`src/source/fabric_pkg.sv`:
```
package fabric_pkg;

  // LUT geometry
  localparam int LUT_K   = 4;
  localparam int SEL_W   = 3;
  localparam int TRUTH_W = 2 ** LUT_K;

  // Configuration word layout
  // Truth table in the low half
  localparam int TRUTH_LSB = 0;
  // Four input selectors, input 0 lowest
  localparam int SEL_LSB   = 16;
  // Output flip-flop select
  localparam int REG_BIT   = 28;
  // Bits 31 to 29 carry nothing

  // Address map, region number above the register offset
  localparam int REGION_FIELD_LSB = 8;
  localparam int REGION_FIELD_W   = 4;

  // Wishbone bus fields
  typedef logic [31:0] wb_addr_t;
  typedef logic [31:0] wb_data_t;
  typedef logic [3:0]  wb_sel_t;

  // Fabric configuration
  typedef logic [31:0]        cfg_word_t;
  typedef logic [TRUTH_W-1:0] truth_t;
  // Saturating count of pushes into one column
  typedef logic [15:0]        push_count_t;

  // Offset inside one region, and the region number itself
  typedef logic [REGION_FIELD_LSB-1:0] reg_offset_t;
  typedef logic [REGION_FIELD_W-1:0]   region_id_t;

  // Register offsets
  // Run enable in bit 0
  localparam reg_offset_t CTRL_OFFSET     = 8'h00;
  // Column c at base plus 4 times c
  localparam reg_offset_t COL_OFFSET_BASE = 8'h04;

  // Register block states
  typedef enum logic {
    REG_IDLE,
    REG_ACK
  } region_state_t;

endpackage

```
`src/source/clb_tile_unidir.sv`:
```
`timescale 1ns/1ps

module clb_tile_unidir #(
  parameter int WS = 4
) (
  input  logic                  wb_clk_i,
  input  logic                  arst_n_i,
  input  logic                  cen_i,
  input  logic                  cfg_shift_i,
  input  fabric_pkg::cfg_word_t cfg_i,
  input  logic [WS-1:0]         west_i,
  output fabric_pkg::cfg_word_t cfg_o,
  output logic [WS-1:0]         east_o
);

  // Configuration chain through the cells
  // Entry 0 is the tile input, entry WS leaves the tile
  fabric_pkg::cfg_word_t cfg_chain [WS+1];

  // Registered cell outputs, shared by every cell as feedback
  logic [WS-1:0] q_bus;

  // Cell outputs toward the east
  logic [WS-1:0] cell_out;

  assign cfg_chain[0] = cfg_i;

  // Cell 0 takes the word first, cell WS-1 passes it on
  for (genvar i = 0; i < WS; i++) begin : g_cell
    logic_cell #(
      .WS(WS)
    ) logic_cell_i (
      .wb_clk_i   (wb_clk_i),
      .arst_n_i   (arst_n_i),
      .cen_i      (cen_i),
      .cfg_shift_i(cfg_shift_i),
      .cfg_i      (cfg_chain[i]),
      .west_i     (west_i),
      .fb_i       (q_bus),
      .cfg_o      (cfg_chain[i+1]),
      .q_o        (q_bus[i]),
      .out_o      (cell_out[i])
    );
  end

  // Chain end feeds the tile above
  assign cfg_o = cfg_chain[WS];

  // East wire i comes from cell i
  assign east_o = cell_out;

  // Shift pulse comes from a register block in another module
  // An unknown pulse would corrupt the whole column chain
  a_shift_known: assert property (
    @(posedge wb_clk_i) disable iff (!arst_n_i)
    !$isunknown(cfg_shift_i)
  ) else $error("clb_tile_unidir: configuration shift is unknown");

endmodule

```
`src/source/fabric_config_region.sv`:
```
`timescale 1ns/1ps

module fabric_config_region #(
  parameter int COLS_PER_REGION = 2,
  parameter int REGION_ID       = 0
) (
  input  logic                       wb_clk_i,
  input  logic                       arst_n_i,
  input  logic                       wbs_cyc_i,
  input  logic                       wbs_stb_i,
  input  logic                       wbs_we_i,
  input  fabric_pkg::wb_sel_t        wbs_sel_i,
  input  fabric_pkg::wb_addr_t       wbs_addr_i,
  input  fabric_pkg::wb_data_t       wbs_data_i,
  output logic                       wbs_ack_o,
  output fabric_pkg::wb_data_t       wbs_data_o,
  output fabric_pkg::cfg_word_t      cfg_o,
  output logic [COLS_PER_REGION-1:0] col_shift_o,
  output logic                       cen_o
);

  fabric_pkg::region_state_t  state_q;
  fabric_pkg::reg_offset_t    offset;
  fabric_pkg::push_count_t    push_count_q [COLS_PER_REGION];
  fabric_pkg::wb_data_t       rdata;
  fabric_pkg::wb_data_t       rdata_q;
  fabric_pkg::cfg_word_t      cfg_q;
  logic [COLS_PER_REGION-1:0] col_sel;
  logic [COLS_PER_REGION-1:0] shift_q;
  logic                       region_hit;
  logic                       accept;
  logic                       is_ctrl;
  logic                       full_word;
  logic                       cen_q;

  // Request aimed at this region
  assign region_hit = wbs_cyc_i && wbs_stb_i &&
                      (wbs_addr_i[fabric_pkg::REGION_FIELD_LSB +: fabric_pkg::REGION_FIELD_W] ==
                       fabric_pkg::region_id_t'(REGION_ID));

  // Taken only from idle, never in the ack cycle
  assign accept = region_hit && (state_q == fabric_pkg::REG_IDLE);

  // Offset decode
  assign offset    = wbs_addr_i[fabric_pkg::REGION_FIELD_LSB-1:0];
  assign is_ctrl   = (offset == fabric_pkg::CTRL_OFFSET);
  assign full_word = &wbs_sel_i;

  // One-hot column select, zero for unmapped offsets
  always_comb begin
    col_sel = '0;
    for (int c = 0; c < COLS_PER_REGION; c++) begin
      col_sel[c] = (offset == fabric_pkg::reg_offset_t'(fabric_pkg::COL_OFFSET_BASE + 4 * c));
    end
  end

  // Read mux
  always_comb begin
    rdata = '0;
    if (is_ctrl) begin
      rdata[0] = cen_q;
    end
    for (int c = 0; c < COLS_PER_REGION; c++) begin
      if (col_sel[c]) begin
        rdata = fabric_pkg::wb_data_t'(push_count_q[c]);
      end
    end
  end

  // Ack FSM, run enable, push counters and shift pulses
  always_ff @(posedge wb_clk_i or negedge arst_n_i) begin
    if (!arst_n_i) begin
      state_q <= fabric_pkg::REG_IDLE;
      shift_q <= '0;
      cen_q   <= 1'b0;
      for (int c = 0; c < COLS_PER_REGION; c++) begin
        push_count_q[c] <= '0;
      end
    end else begin
      // Shift lasts only the ack cycle
      shift_q <= '0;
      case (state_q)
        fabric_pkg::REG_IDLE: begin
          if (accept) begin
            state_q <= fabric_pkg::REG_ACK;
            if (wbs_we_i && is_ctrl && wbs_sel_i[0]) begin
              cen_q <= wbs_data_i[0];
            end
            // Partial writes to a column are acked but dropped
            if (wbs_we_i && full_word) begin
              shift_q <= col_sel;
              for (int c = 0; c < COLS_PER_REGION; c++) begin
                if (col_sel[c] && (push_count_q[c] != '1)) begin
                  push_count_q[c] <= push_count_q[c] + 1'b1;
                end
              end
            end
          end
        end
        fabric_pkg::REG_ACK: begin
          state_q <= fabric_pkg::REG_IDLE;
        end
        default: begin
          state_q <= fabric_pkg::REG_IDLE;
        end
      endcase
    end
  end

  // Read data and the word for the column chains
  always_ff @(posedge wb_clk_i) begin
    if (accept) begin
      rdata_q <= wbs_we_i ? '0 : rdata;
      if (wbs_we_i && full_word) begin
        cfg_q <= wbs_data_i;
      end
    end
  end

  assign wbs_ack_o   = (state_q == fabric_pkg::REG_ACK);
  // Silent unless acking
  assign wbs_data_o  = wbs_ack_o ? rdata_q : '0;
  assign cfg_o       = cfg_q;
  assign col_shift_o = shift_q;
  assign cen_o       = cen_q;

  // Master sees a single ack per request
  a_ack_single: assert property (
    @(posedge wb_clk_i) disable iff (!arst_n_i)
    wbs_ack_o |=> !wbs_ack_o
  ) else $error("fabric_config_region: ack held for two cycles");

  // Only one column chain moves per push
  a_shift_onehot: assert property (
    @(posedge wb_clk_i) disable iff (!arst_n_i)
    $onehot0(col_shift_o)
  ) else $error("fabric_config_region: more than one column shifted");

endmodule

```
`src/source/fpga_unidir.sv`:
```
`timescale 1ns/1ps

module fpga_unidir #(
  parameter int MX                 = 4,
  parameter int MY                 = 2,
  parameter int WS                 = 4,
  parameter int NUM_CONFIG_REGIONS = 2
) (
  input  logic                  wb_clk_i,
  input  logic                  arst_n_i,
  input  logic                  wbs_cyc_i,
  input  logic                  wbs_stb_i,
  input  logic                  wbs_we_i,
  input  fabric_pkg::wb_sel_t   wbs_sel_i,
  input  fabric_pkg::wb_addr_t  wbs_addr_i,
  input  fabric_pkg::wb_data_t  wbs_data_i,
  output logic                  wbs_ack_o,
  output fabric_pkg::wb_data_t  wbs_data_o,
  input  logic [MY*WS-1:0]      fabric_in_i,
  output logic [MY*WS-1:0]      fabric_out_o
);

  // Columns steered by each register block
  localparam int COLS_PER_REGION = MX / NUM_CONFIG_REGIONS;

  // Horizontal wires, entry x is the west side of column x
  logic [WS-1:0]         west_w [MY][MX+1];
  // Column chains, entry y enters row y
  fabric_pkg::cfg_word_t cfg_w [MY+1][MX];
  logic [MX-1:0]         col_shift;
  logic [MX-1:0]         col_cen;

  // Per-region returns and column controls
  fabric_pkg::cfg_word_t      region_cfg   [NUM_CONFIG_REGIONS];
  logic [COLS_PER_REGION-1:0] region_shift [NUM_CONFIG_REGIONS];
  fabric_pkg::wb_data_t       region_data  [NUM_CONFIG_REGIONS];
  logic [NUM_CONFIG_REGIONS-1:0] region_cen;
  logic [NUM_CONFIG_REGIONS-1:0] region_ack;

  // Tile grid, data flows west to east, config flows up
  for (genvar y = 0; y < MY; y++) begin : g_row
    assign west_w[y][0]              = fabric_in_i[y*WS +: WS];
    assign fabric_out_o[y*WS +: WS]  = west_w[y][MX];
    for (genvar x = 0; x < MX; x++) begin : g_col
      clb_tile_unidir #(
        .WS(WS)
      ) clb_tile_unidir_i (
        .wb_clk_i   (wb_clk_i),
        .arst_n_i   (arst_n_i),
        .cen_i      (col_cen[x]),
        .cfg_shift_i(col_shift[x]),
        .cfg_i      (cfg_w[y][x]),
        .west_i     (west_w[y][x]),
        .cfg_o      (cfg_w[y+1][x]),
        .east_o     (west_w[y][x+1])
      );
    end
  end

  // Register blocks, each beside its own columns
  for (genvar r = 0; r < NUM_CONFIG_REGIONS; r++) begin : g_region
    fabric_config_region #(
      .COLS_PER_REGION(COLS_PER_REGION),
      .REGION_ID      (r)
    ) fabric_config_region_i (
      .wb_clk_i   (wb_clk_i),
      .arst_n_i   (arst_n_i),
      .wbs_cyc_i  (wbs_cyc_i),
      .wbs_stb_i  (wbs_stb_i),
      .wbs_we_i   (wbs_we_i),
      .wbs_sel_i  (wbs_sel_i),
      .wbs_addr_i (wbs_addr_i),
      .wbs_data_i (wbs_data_i),
      .wbs_ack_o  (region_ack[r]),
      .wbs_data_o (region_data[r]),
      .cfg_o      (region_cfg[r]),
      .col_shift_o(region_shift[r]),
      .cen_o      (region_cen[r])
    );

    // Shared word into row 0, one shift per column, one enable for all
    for (genvar c = 0; c < COLS_PER_REGION; c++) begin : g_fan
      assign cfg_w[0][r*COLS_PER_REGION + c] = region_cfg[r];
      assign col_shift[r*COLS_PER_REGION + c] = region_shift[r][c];
      assign col_cen[r*COLS_PER_REGION + c]   = region_cen[r];
    end
  end

  // Idle regions return zero, so OR merges the bus
  always_comb begin
    wbs_data_o = '0;
    for (int r = 0; r < NUM_CONFIG_REGIONS; r++) begin
      wbs_data_o = wbs_data_o | region_data[r];
    end
  end

  assign wbs_ack_o = |region_ack;

endmodule

```
`src/source/logic_cell.sv`:
```
`timescale 1ns/1ps

module logic_cell #(
  parameter int WS = 4
) (
  input  logic                  wb_clk_i,
  input  logic                  arst_n_i,
  input  logic                  cen_i,
  input  logic                  cfg_shift_i,
  input  fabric_pkg::cfg_word_t cfg_i,
  input  logic [WS-1:0]         west_i,
  input  logic [WS-1:0]         fb_i,
  output fabric_pkg::cfg_word_t cfg_o,
  output logic                  q_o,
  output logic                  out_o
);

  fabric_pkg::cfg_word_t          cfg_q;
  fabric_pkg::truth_t             truth;
  logic [fabric_pkg::LUT_K-1:0]   lut_in;
  logic                           lut_out;
  logic                           ff_q;

  // Configuration stage, one position per shift pulse
  always_ff @(posedge wb_clk_i or negedge arst_n_i) begin
    if (!arst_n_i) begin
      cfg_q <= '0;
    end else if (cfg_shift_i) begin
      cfg_q <= cfg_i;
    end
  end

  assign truth = cfg_q[fabric_pkg::TRUTH_LSB +: fabric_pkg::TRUTH_W];

  // Input selectors
  // Top selector bit picks feedback over west wires
  for (genvar k = 0; k < fabric_pkg::LUT_K; k++) begin : g_sel
    logic [fabric_pkg::SEL_W-1:0] sel;
    assign sel = cfg_q[fabric_pkg::SEL_LSB + k * fabric_pkg::SEL_W +: fabric_pkg::SEL_W];
    assign lut_in[k] = sel[fabric_pkg::SEL_W-1] ? fb_i[sel[fabric_pkg::SEL_W-2:0]]
                                                 : west_i[sel[fabric_pkg::SEL_W-2:0]];
  end

  // Truth table lookup
  assign lut_out = truth[lut_in];

  // Output flip-flop, held while the column is stopped
  always_ff @(posedge wb_clk_i or negedge arst_n_i) begin
    if (!arst_n_i) begin
      ff_q <= 1'b0;
    end else if (cen_i) begin
      ff_q <= lut_out;
    end
  end

  // Registered or combinational output
  assign out_o = cfg_q[fabric_pkg::REG_BIT] ? ff_q : lut_out;

  // Flip-flop value always goes to feedback
  assign q_o   = ff_q;
  assign cfg_o = cfg_q;

endmodule

```
`config.mk`:
```
export PLATFORM = sky130hd
export DESIGN_NAME = fpga_unidir
export DESIGN_NICKNAME = d
export VERILOG_FILES = /design/src/source/fabric_pkg.sv /design/src/source/clb_tile_unidir.sv /design/src/source/fabric_config_region.sv /design/src/source/fpga_unidir.sv /design/src/source/logic_cell.sv
export SDC_FILE = /design/constraint.sdc
export NUM_CORES = 2
export LEC_CHECK = 0
export BUFFER_PORTS_ARGS = -buffer_cell sky130_fd_sc_hd__buf_4
export CELL_PAD_IN_SITES_DETAIL_PLACEMENT = 0
export CELL_PAD_IN_SITES_GLOBAL_PLACEMENT = 1
export CORE_ASPECT_RATIO = 0.9
export CORE_MARGIN = 2
export CORE_UTILIZATION = 30
export DETAILED_ROUTE_END_ITERATION = 6
export PLACE_DENSITY_LB_ADDON = 0.12
export SLEW_MARGIN = 5
export SYNTH_ARGS = -nofsm -noshare
export SYNTH_HDL_FRONTEND = slang
export SYNTH_SLANG_ARGS = --single-unit
```
`constraint.sdc`:
```
create_clock -name wb_clk_i -period 13.4 [get_ports wb_clk_i]
set_input_delay 0.67 -clock wb_clk_i [delete_from_list [all_inputs] [get_ports wb_clk_i]]
set_output_delay 0.67 -clock wb_clk_i [all_outputs]
set_load 0.02 [all_outputs]
```
# == Word level (Yosys, flattened, before mapping) ==
# Cells that the tools add are included.
# totals
ff_bits,1154
in_bits,81
output_inout_bits,41
word_cells,1032
# classes
addsub,4
order_cmp,160
eq_ne,7
n_mux,753
n_bitwise,3
reduce_logical,25
# op_table
operator,count
$bmux 1 s2,256
$mux 1,452
$lt 2x3->1 const B,128
$lt 4x5->1 const B,32
$bmux 1 s4,32
$add 16x1->16 const B,4
$mux 16,4
$mux 32,2
$ne 16x16->1 const B,4
$or 32x32->32,1
$reduce_and 4->1,5
$logic_and 1x1->1,12
$mux 2,5
$eq 8x3->1 const B,1
$eq 8x4->1 const B,1
$logic_not 8->1,1
$reduce_and 3->1,2
$eq 4x1->1 const B,1
$logic_not 4->1,1
$pmux 1 s2,2
$reduce_and 2->1,2
$reduce_or 2->1,2
$not 1->1,2

# == Depth between registers and ports, before layout ==
# logic_depth
word_depth,24
depth_mapped,31
mapped_depth_nobuf,24

# == Modules after synthesis ==
# From an unflattened synthesis, not the netlist that was laid out.
# hier_totals
hier_cells,3846
area_unflattened_um2,59388.2
# modules_own_cells
module,n_inst,cells_per_inst,area_each_um2,seq_area_each_um2
logic_cell,32,101,1619.1,825.8
fabric_config_region at g_region[1].fabric_config_region_i,1,296,3726.1,2342.2
fabric_config_region at g_region[0].fabric_config_region_i,1,285,3646.0,2342.2
fpga_unidir,1,33,206.4,0.0

# == Worst setup path before layout ==
# No wires, ideal clock.
# synth_path
path_kind,input to output
start,in fabric_in_i[6]
end,out fabric_out_o[4]
arrival_ns,7.721
required_time_ns,12.730
path_slack_ns,5.009
stages,29
n_path_buf,5
cell_sequence,mux4_2 mux2i_2 mux4_2 and3_1 a21oi_1 a31oi_1 buf_2 mux4_2 mux2_2 or2_2 o22ai_1 or4_1 clkbuf_1 nand4b_1 a32o_1 or2_2 clkbuf_1 o211a_1 o22a_1 o311ai_2 o21ai_1 clkbuf_1 mux2_2 a211oi_2 mux2i_1 mux2i_1 mux2_2 o21ai_1 buf_4
# synth_between
elab_chain_len,24
word_cells_on_any_way,195
classes_between,195 x mux
# synth_lines
element,line_no,text
from (decl),fpga_unidir.sv:19,"input logic [MY*WS-1:0] fabric_in_i,"
$bmux 1 s2,logic_cell.sv:41,: west_i[sel[fabric_pkg::SEL_W-2:0]];
$mux 1 (not written as such),logic_cell.sv:41,
$mux 1,logic_cell.sv:40,assign lut_in[k] = sel[fabric_pkg::SEL_W-1] ? fb_i[sel[fabric_pkg::SEL_W-2:0]]
$bmux 1 s4,logic_cell.sv:45,assign lut_out = truth[lut_in];
$mux 1 (not written as such),logic_cell.sv:45,
$mux 1,logic_cell.sv:57,assign out_o = cfg_q[fabric_pkg::REG_BIT] ? ff_q : lut_out;
$bmux 1 s2,logic_cell.sv:41,
$mux 1 (not written as such),logic_cell.sv:41,
(+8 left out),-,
$mux 1 (not written as such),logic_cell.sv:45,
$mux 1,logic_cell.sv:57,
$bmux 1 s2,logic_cell.sv:41,
$mux 1 (not written as such),logic_cell.sv:41,
$mux 1,logic_cell.sv:40,
$bmux 1 s4 (*),logic_cell.sv:45,
$mux 1 (not written as such) (*),logic_cell.sv:45,
$mux 1 (*),logic_cell.sv:57,
to (decl),fpga_unidir.sv:20,output logic [MY*WS-1:0] fabric_out_o
# Every way passes the cells marked *; elsewhere a longest branch is shown, timed or not. The select of a mux whose other input is x is not followed.

# == Worst setup path after layout ==
# layout_path
start,reg g_row[1].g_col[0].clb_tile_unidir_i.g_cell[2].logic_cell_i.ff_q
end,out fabric_out_o[5]
# layout_between
elab_chain_len,24
word_cells_on_any_way,195
classes_between,195 x mux
# layout_lines
element,line_no,text
from (decl),logic_cell.sv:22,logic ff_q;
from (signal assigned),logic_cell.sv:52,ff_q <= lut_out;
$bmux 1 s2,logic_cell.sv:40,
$mux 1 (not written as such),logic_cell.sv:40,
$mux 1,logic_cell.sv:40,
$bmux 1 s4,logic_cell.sv:45,
$mux 1 (not written as such),logic_cell.sv:45,
$mux 1,logic_cell.sv:57,
$bmux 1 s2,logic_cell.sv:41,
$mux 1 (not written as such),logic_cell.sv:41,
(+8 left out),-,
$mux 1 (not written as such),logic_cell.sv:45,
$mux 1,logic_cell.sv:57,
$bmux 1 s2,logic_cell.sv:41,
$mux 1 (not written as such),logic_cell.sv:41,
$mux 1,logic_cell.sv:40,
$bmux 1 s4 (*),logic_cell.sv:45,
$mux 1 (not written as such) (*),logic_cell.sv:45,
$mux 1 (*),logic_cell.sv:57,
# Marks and branches as above.

==> out/qor.yml <==
outcome:
  status: "finished with violations"
  violations: "DRC"
setup_path:
  critPathLaunchType: "register"
  path_max_fanout: 19
  worst_ep_required_time_ps: 12730
  crit_path_end_kind: "output pin"
  arrival_ps: 11240
  crit_type: "register to output pin"
layout:
  fin_cells: 7430
  drive_gt1_share_pct: 31.5
  final_core_util_pct: 34.4
  nets: 4848
  syn_to_final_growth_pct: 13.9
pwr:
  internal-power_uw: 5930
  vdd_drop_max_mv: 0.135
  switching_share_pct: 25.6
  power_frac_seq_pct: 43.0
  p_switching_uw: 2040
  power_density_nw_per_um2: 120
  combinationalPowerShare_pct: 9.1
  pwr-share-clk_pct: 47.9
  p_leak_uw: 0.0283
timing:
  skew_ps: 33.6
  tightest_slew_ps: 1200
  finalSetupViolCount: 0
  max_freq_mhz: 84.0
  period_share_pct: 88.9
  drv_slew: 0
  finalHoldViolCount: 0
  fin_tns_setup_ps: 0
  period_minus_slack_ps: 11910
  rsz0062_at_grt: "false"
  maxSlewHeadroom_pct: 19.3
grt:
  first_global_vias: 39400
  grt_pass1_wl_um: 270000
  grt_usage_pct: 17.9
  grt_overflow: 0
  grt_start_max_net_pins: 156
  antenna_found_initial: 2
drt:
  routed_wl_um: 177000
  via_per_inst: 5.29
  vias: 39300
  drtIter0Drc: 2831
  drt_pre_antenna_iters: 7
  wl_per_cell_um: 23.8
  drc: 3
  final_antenna_net_count: 0
yosys:
  ys_top_cells_by_count: "1032 x dfrtp_1, 885 x mux2_2, 308 x nand2_1, 230 x nor2_1, 229 x o21ai_0"
  netlist_area_um2: 58200
  synth_edf_count: 90
  synth_ff_type: "dfrtp_1"
  syn_area_per_cell_um2: 12.3
  ys_ff_latch: 1122
  synth_area_leaders: "dfrtp_1 44%, mux2_2 17%, mux4_2 7.3%, edfxtp_1 4.6%, mux2i_1 3.1%"
  synth_cells: 4722
  synth.most_common_cell: "dfrtp_1"
  yosysTopAreaCell: "dfrtp_1"
  yosysTopAreaCellShare_pct: 44.4
  ys_warn_count: 0
  ys_types: 112
  yosysSeqAreaShare_pct: 49.0
  async_flop_share_pct: 92.0
die:
  dieArea_um2: 198000
  core-area_um2: 193000
  start_util_pct: 30.2
  dieHeight_um: 422
  io_pins: 122
  num_rows: 153
  die_w_um: 468
clock_network:
  cts_tree: "yes"
  post_cts_resized: 0
  clk_pin_slew_worst_paths_ps: 60
  cts_root_buf: "clkbuf_16"
  max-clock-path-buffers: 3
  clock_latency_ps: 780
  cts-htree-levels: 4
  clkSinkCount: 1122
  cts_buffers: 136
run:
  cap_violations: 0
placement:
  port_buffers: 82
  place_congestion: 0.820
  dp_hpwl_um: 124000
  dp.cells: 7181
min_path:
  hp-start: "wbs_data_i[11]"
  holdCritPathClass: "input port to register"
==> cell families after synthesis <==
| logic type | Yosys count | synth area share (%) |
|---|---|---|
| compound gates | 844 | 10.7 |
| simple gates | 992 | 8.32 |
| mux | 1272 | 28.0 |
| flops | 1122 | 49.0 |
| xor+xnor | 60 | 0.903 |
| fa+ha+maj | 4 | 0.0860 |
| buf+inv | 427 | 2.97 |
| other cells | 1 | 0.00644 |
==> registers in the layout, summed over array words and instances (netlist names) <==
signal and cells:
g_region.fabric_config_region_i.cen_o 2, g_region.fabric_config_region_i.cfg_o 58, g_region.fabric_config_region_i.col_shift_o 4, g_region.fabric_config_region_i.push_count_q 64, g_region.fabric_config_region_i.rdata_q 32, g_region.fabric_config_region_i.wbs_ack_o 2, g_row.g_col.clb_tile_unidir_i.g_cell.logic_cell_i.cfg_o 928, g_row.g_col.clb_tile_unidir_i.g_cell.logic_cell_i.q_o 32
==> power groups by stage <==
stage / registers (uW) / clock network, uW / logic, uW
3_3_place_gp: 3490 / 0 / 734
2_1_floorplan: 3490 / 0 / 439
3_5_place_dp: 3490 / 0 / 733
6_report: 3430 / 3820 / 725
4_1_cts: 3430 / 3960 / 736
5_1_grt: 3430 / 4100 / 793
==> path summary, 6_finish.rpt <==
check	endpoint	slack, ps	depth (start not counted)
max	fabric_out_o[5]	1490	25
min	g_region[0].fabric_config_region_i.cfg_o[11]	120	1
max reg2reg	register	3060	24
min reg2reg	register	480	2
max in group asynchronous	asynchronous set/reset pin	10110	5
min in group asynchronous	asynchronous set/reset pin	420	2
==> area by class of cell <==
cell class / count / area, um2
antenna: 1 / 2.50
clock buffer: 198 / 4010
clock inverter: 49 / 613
fill: 19200 / 127000
inverter: 162 / 608
multi-input combinational: 3188 / 28100
sequential: 1122 / 28500
tap: 2557 / 3200
timing repair buffer: 153 / 1250
==> per-layer routing <==
layer | up-vias | routed length (um) | global-route usage [%]
met5 | - | 0 | 0
met4 | 0 | 4200 | 4.64
met1 | 20500 | 88100 | 27.0
li1 | 17900 | - | -
met2 | 715 | 77900 | 26.2
met3 | 196 | 6590 | 2.93
==> worst max-delay path, cell delays in order (launching register included) <==
cell and delay (ps):
dfrtp_1 640, mux4_2 580, mux2i_2 530, mux4_2 570
and3_1 200, a21oi_1 360, a311oi_1 300, a311oi_1 760
nand2_1 330, mux2i_1 200, a211o_1 310, a31oi_1 630
a41oi_1 230, buf_4 240, mux2_2 280, o311ai_0 930
a221oi_1 200, o211ai_1 550, o211a_1 650, o211ai_1 150
a31oi_1 750, mux2i_1 320, mux2i_1 120, mux2_2 300
o21ai_1 150, buf_4 160
==> metrics by stage <==
| step | cell area [um2] | worst slack, ps | total power [uW] | hold WS [ps] |
|---|---|---|---|---|
| 3_5_place_dp | 61700 | 2240 | 4230 | 471 |
| 4_1_cts | 66300 | 1460 | 8130 | 60.6 |
| 2_1_floorplan | 58300 | 5010 | 3930 | 374 |
| 6_report | 66300 | 1490 | 7970 | 122 |
| 5_1_grt | 66300 | 918 | 8320 | 62.3 |
| 3_3_place_gp | 61700 | 2290 | 4230 | 464 |
==> repair_timing <==
item	4_1_cts	5_1_grt
buffers inserted	0	0
hold buffers	1	0
endpoints found under the hold margin	69	0
==> cells in the final DEF (no fill, tap or decap), types with 20 or more instances in the layout <==
master     count
a2111oi_0     22
nor2_1       230
a22o_1        21
and2_1        29
a211oi_1      35
nand2_1      308
clkbuf_8      31
mux4_2       190
nor2b_1       42
inv_1        162
a22oi_1       58
mux2i_1      183
o21ai_0      229
nor3_1        47
clkbuf_1      28
nand3_1       93
nand3b_1      20
mux2_2       885
o2111ai_1     23
edfxtp_1      90
buf_4        144
and3_1        35
nand2b_1      55
a21oi_1       65
xnor2_1       47
nand4_1       27
a31oi_1       32
clkbuf_16    139
o211ai_1      40
dfrtp_1     1027
Power figures use the tool's default switching activity.
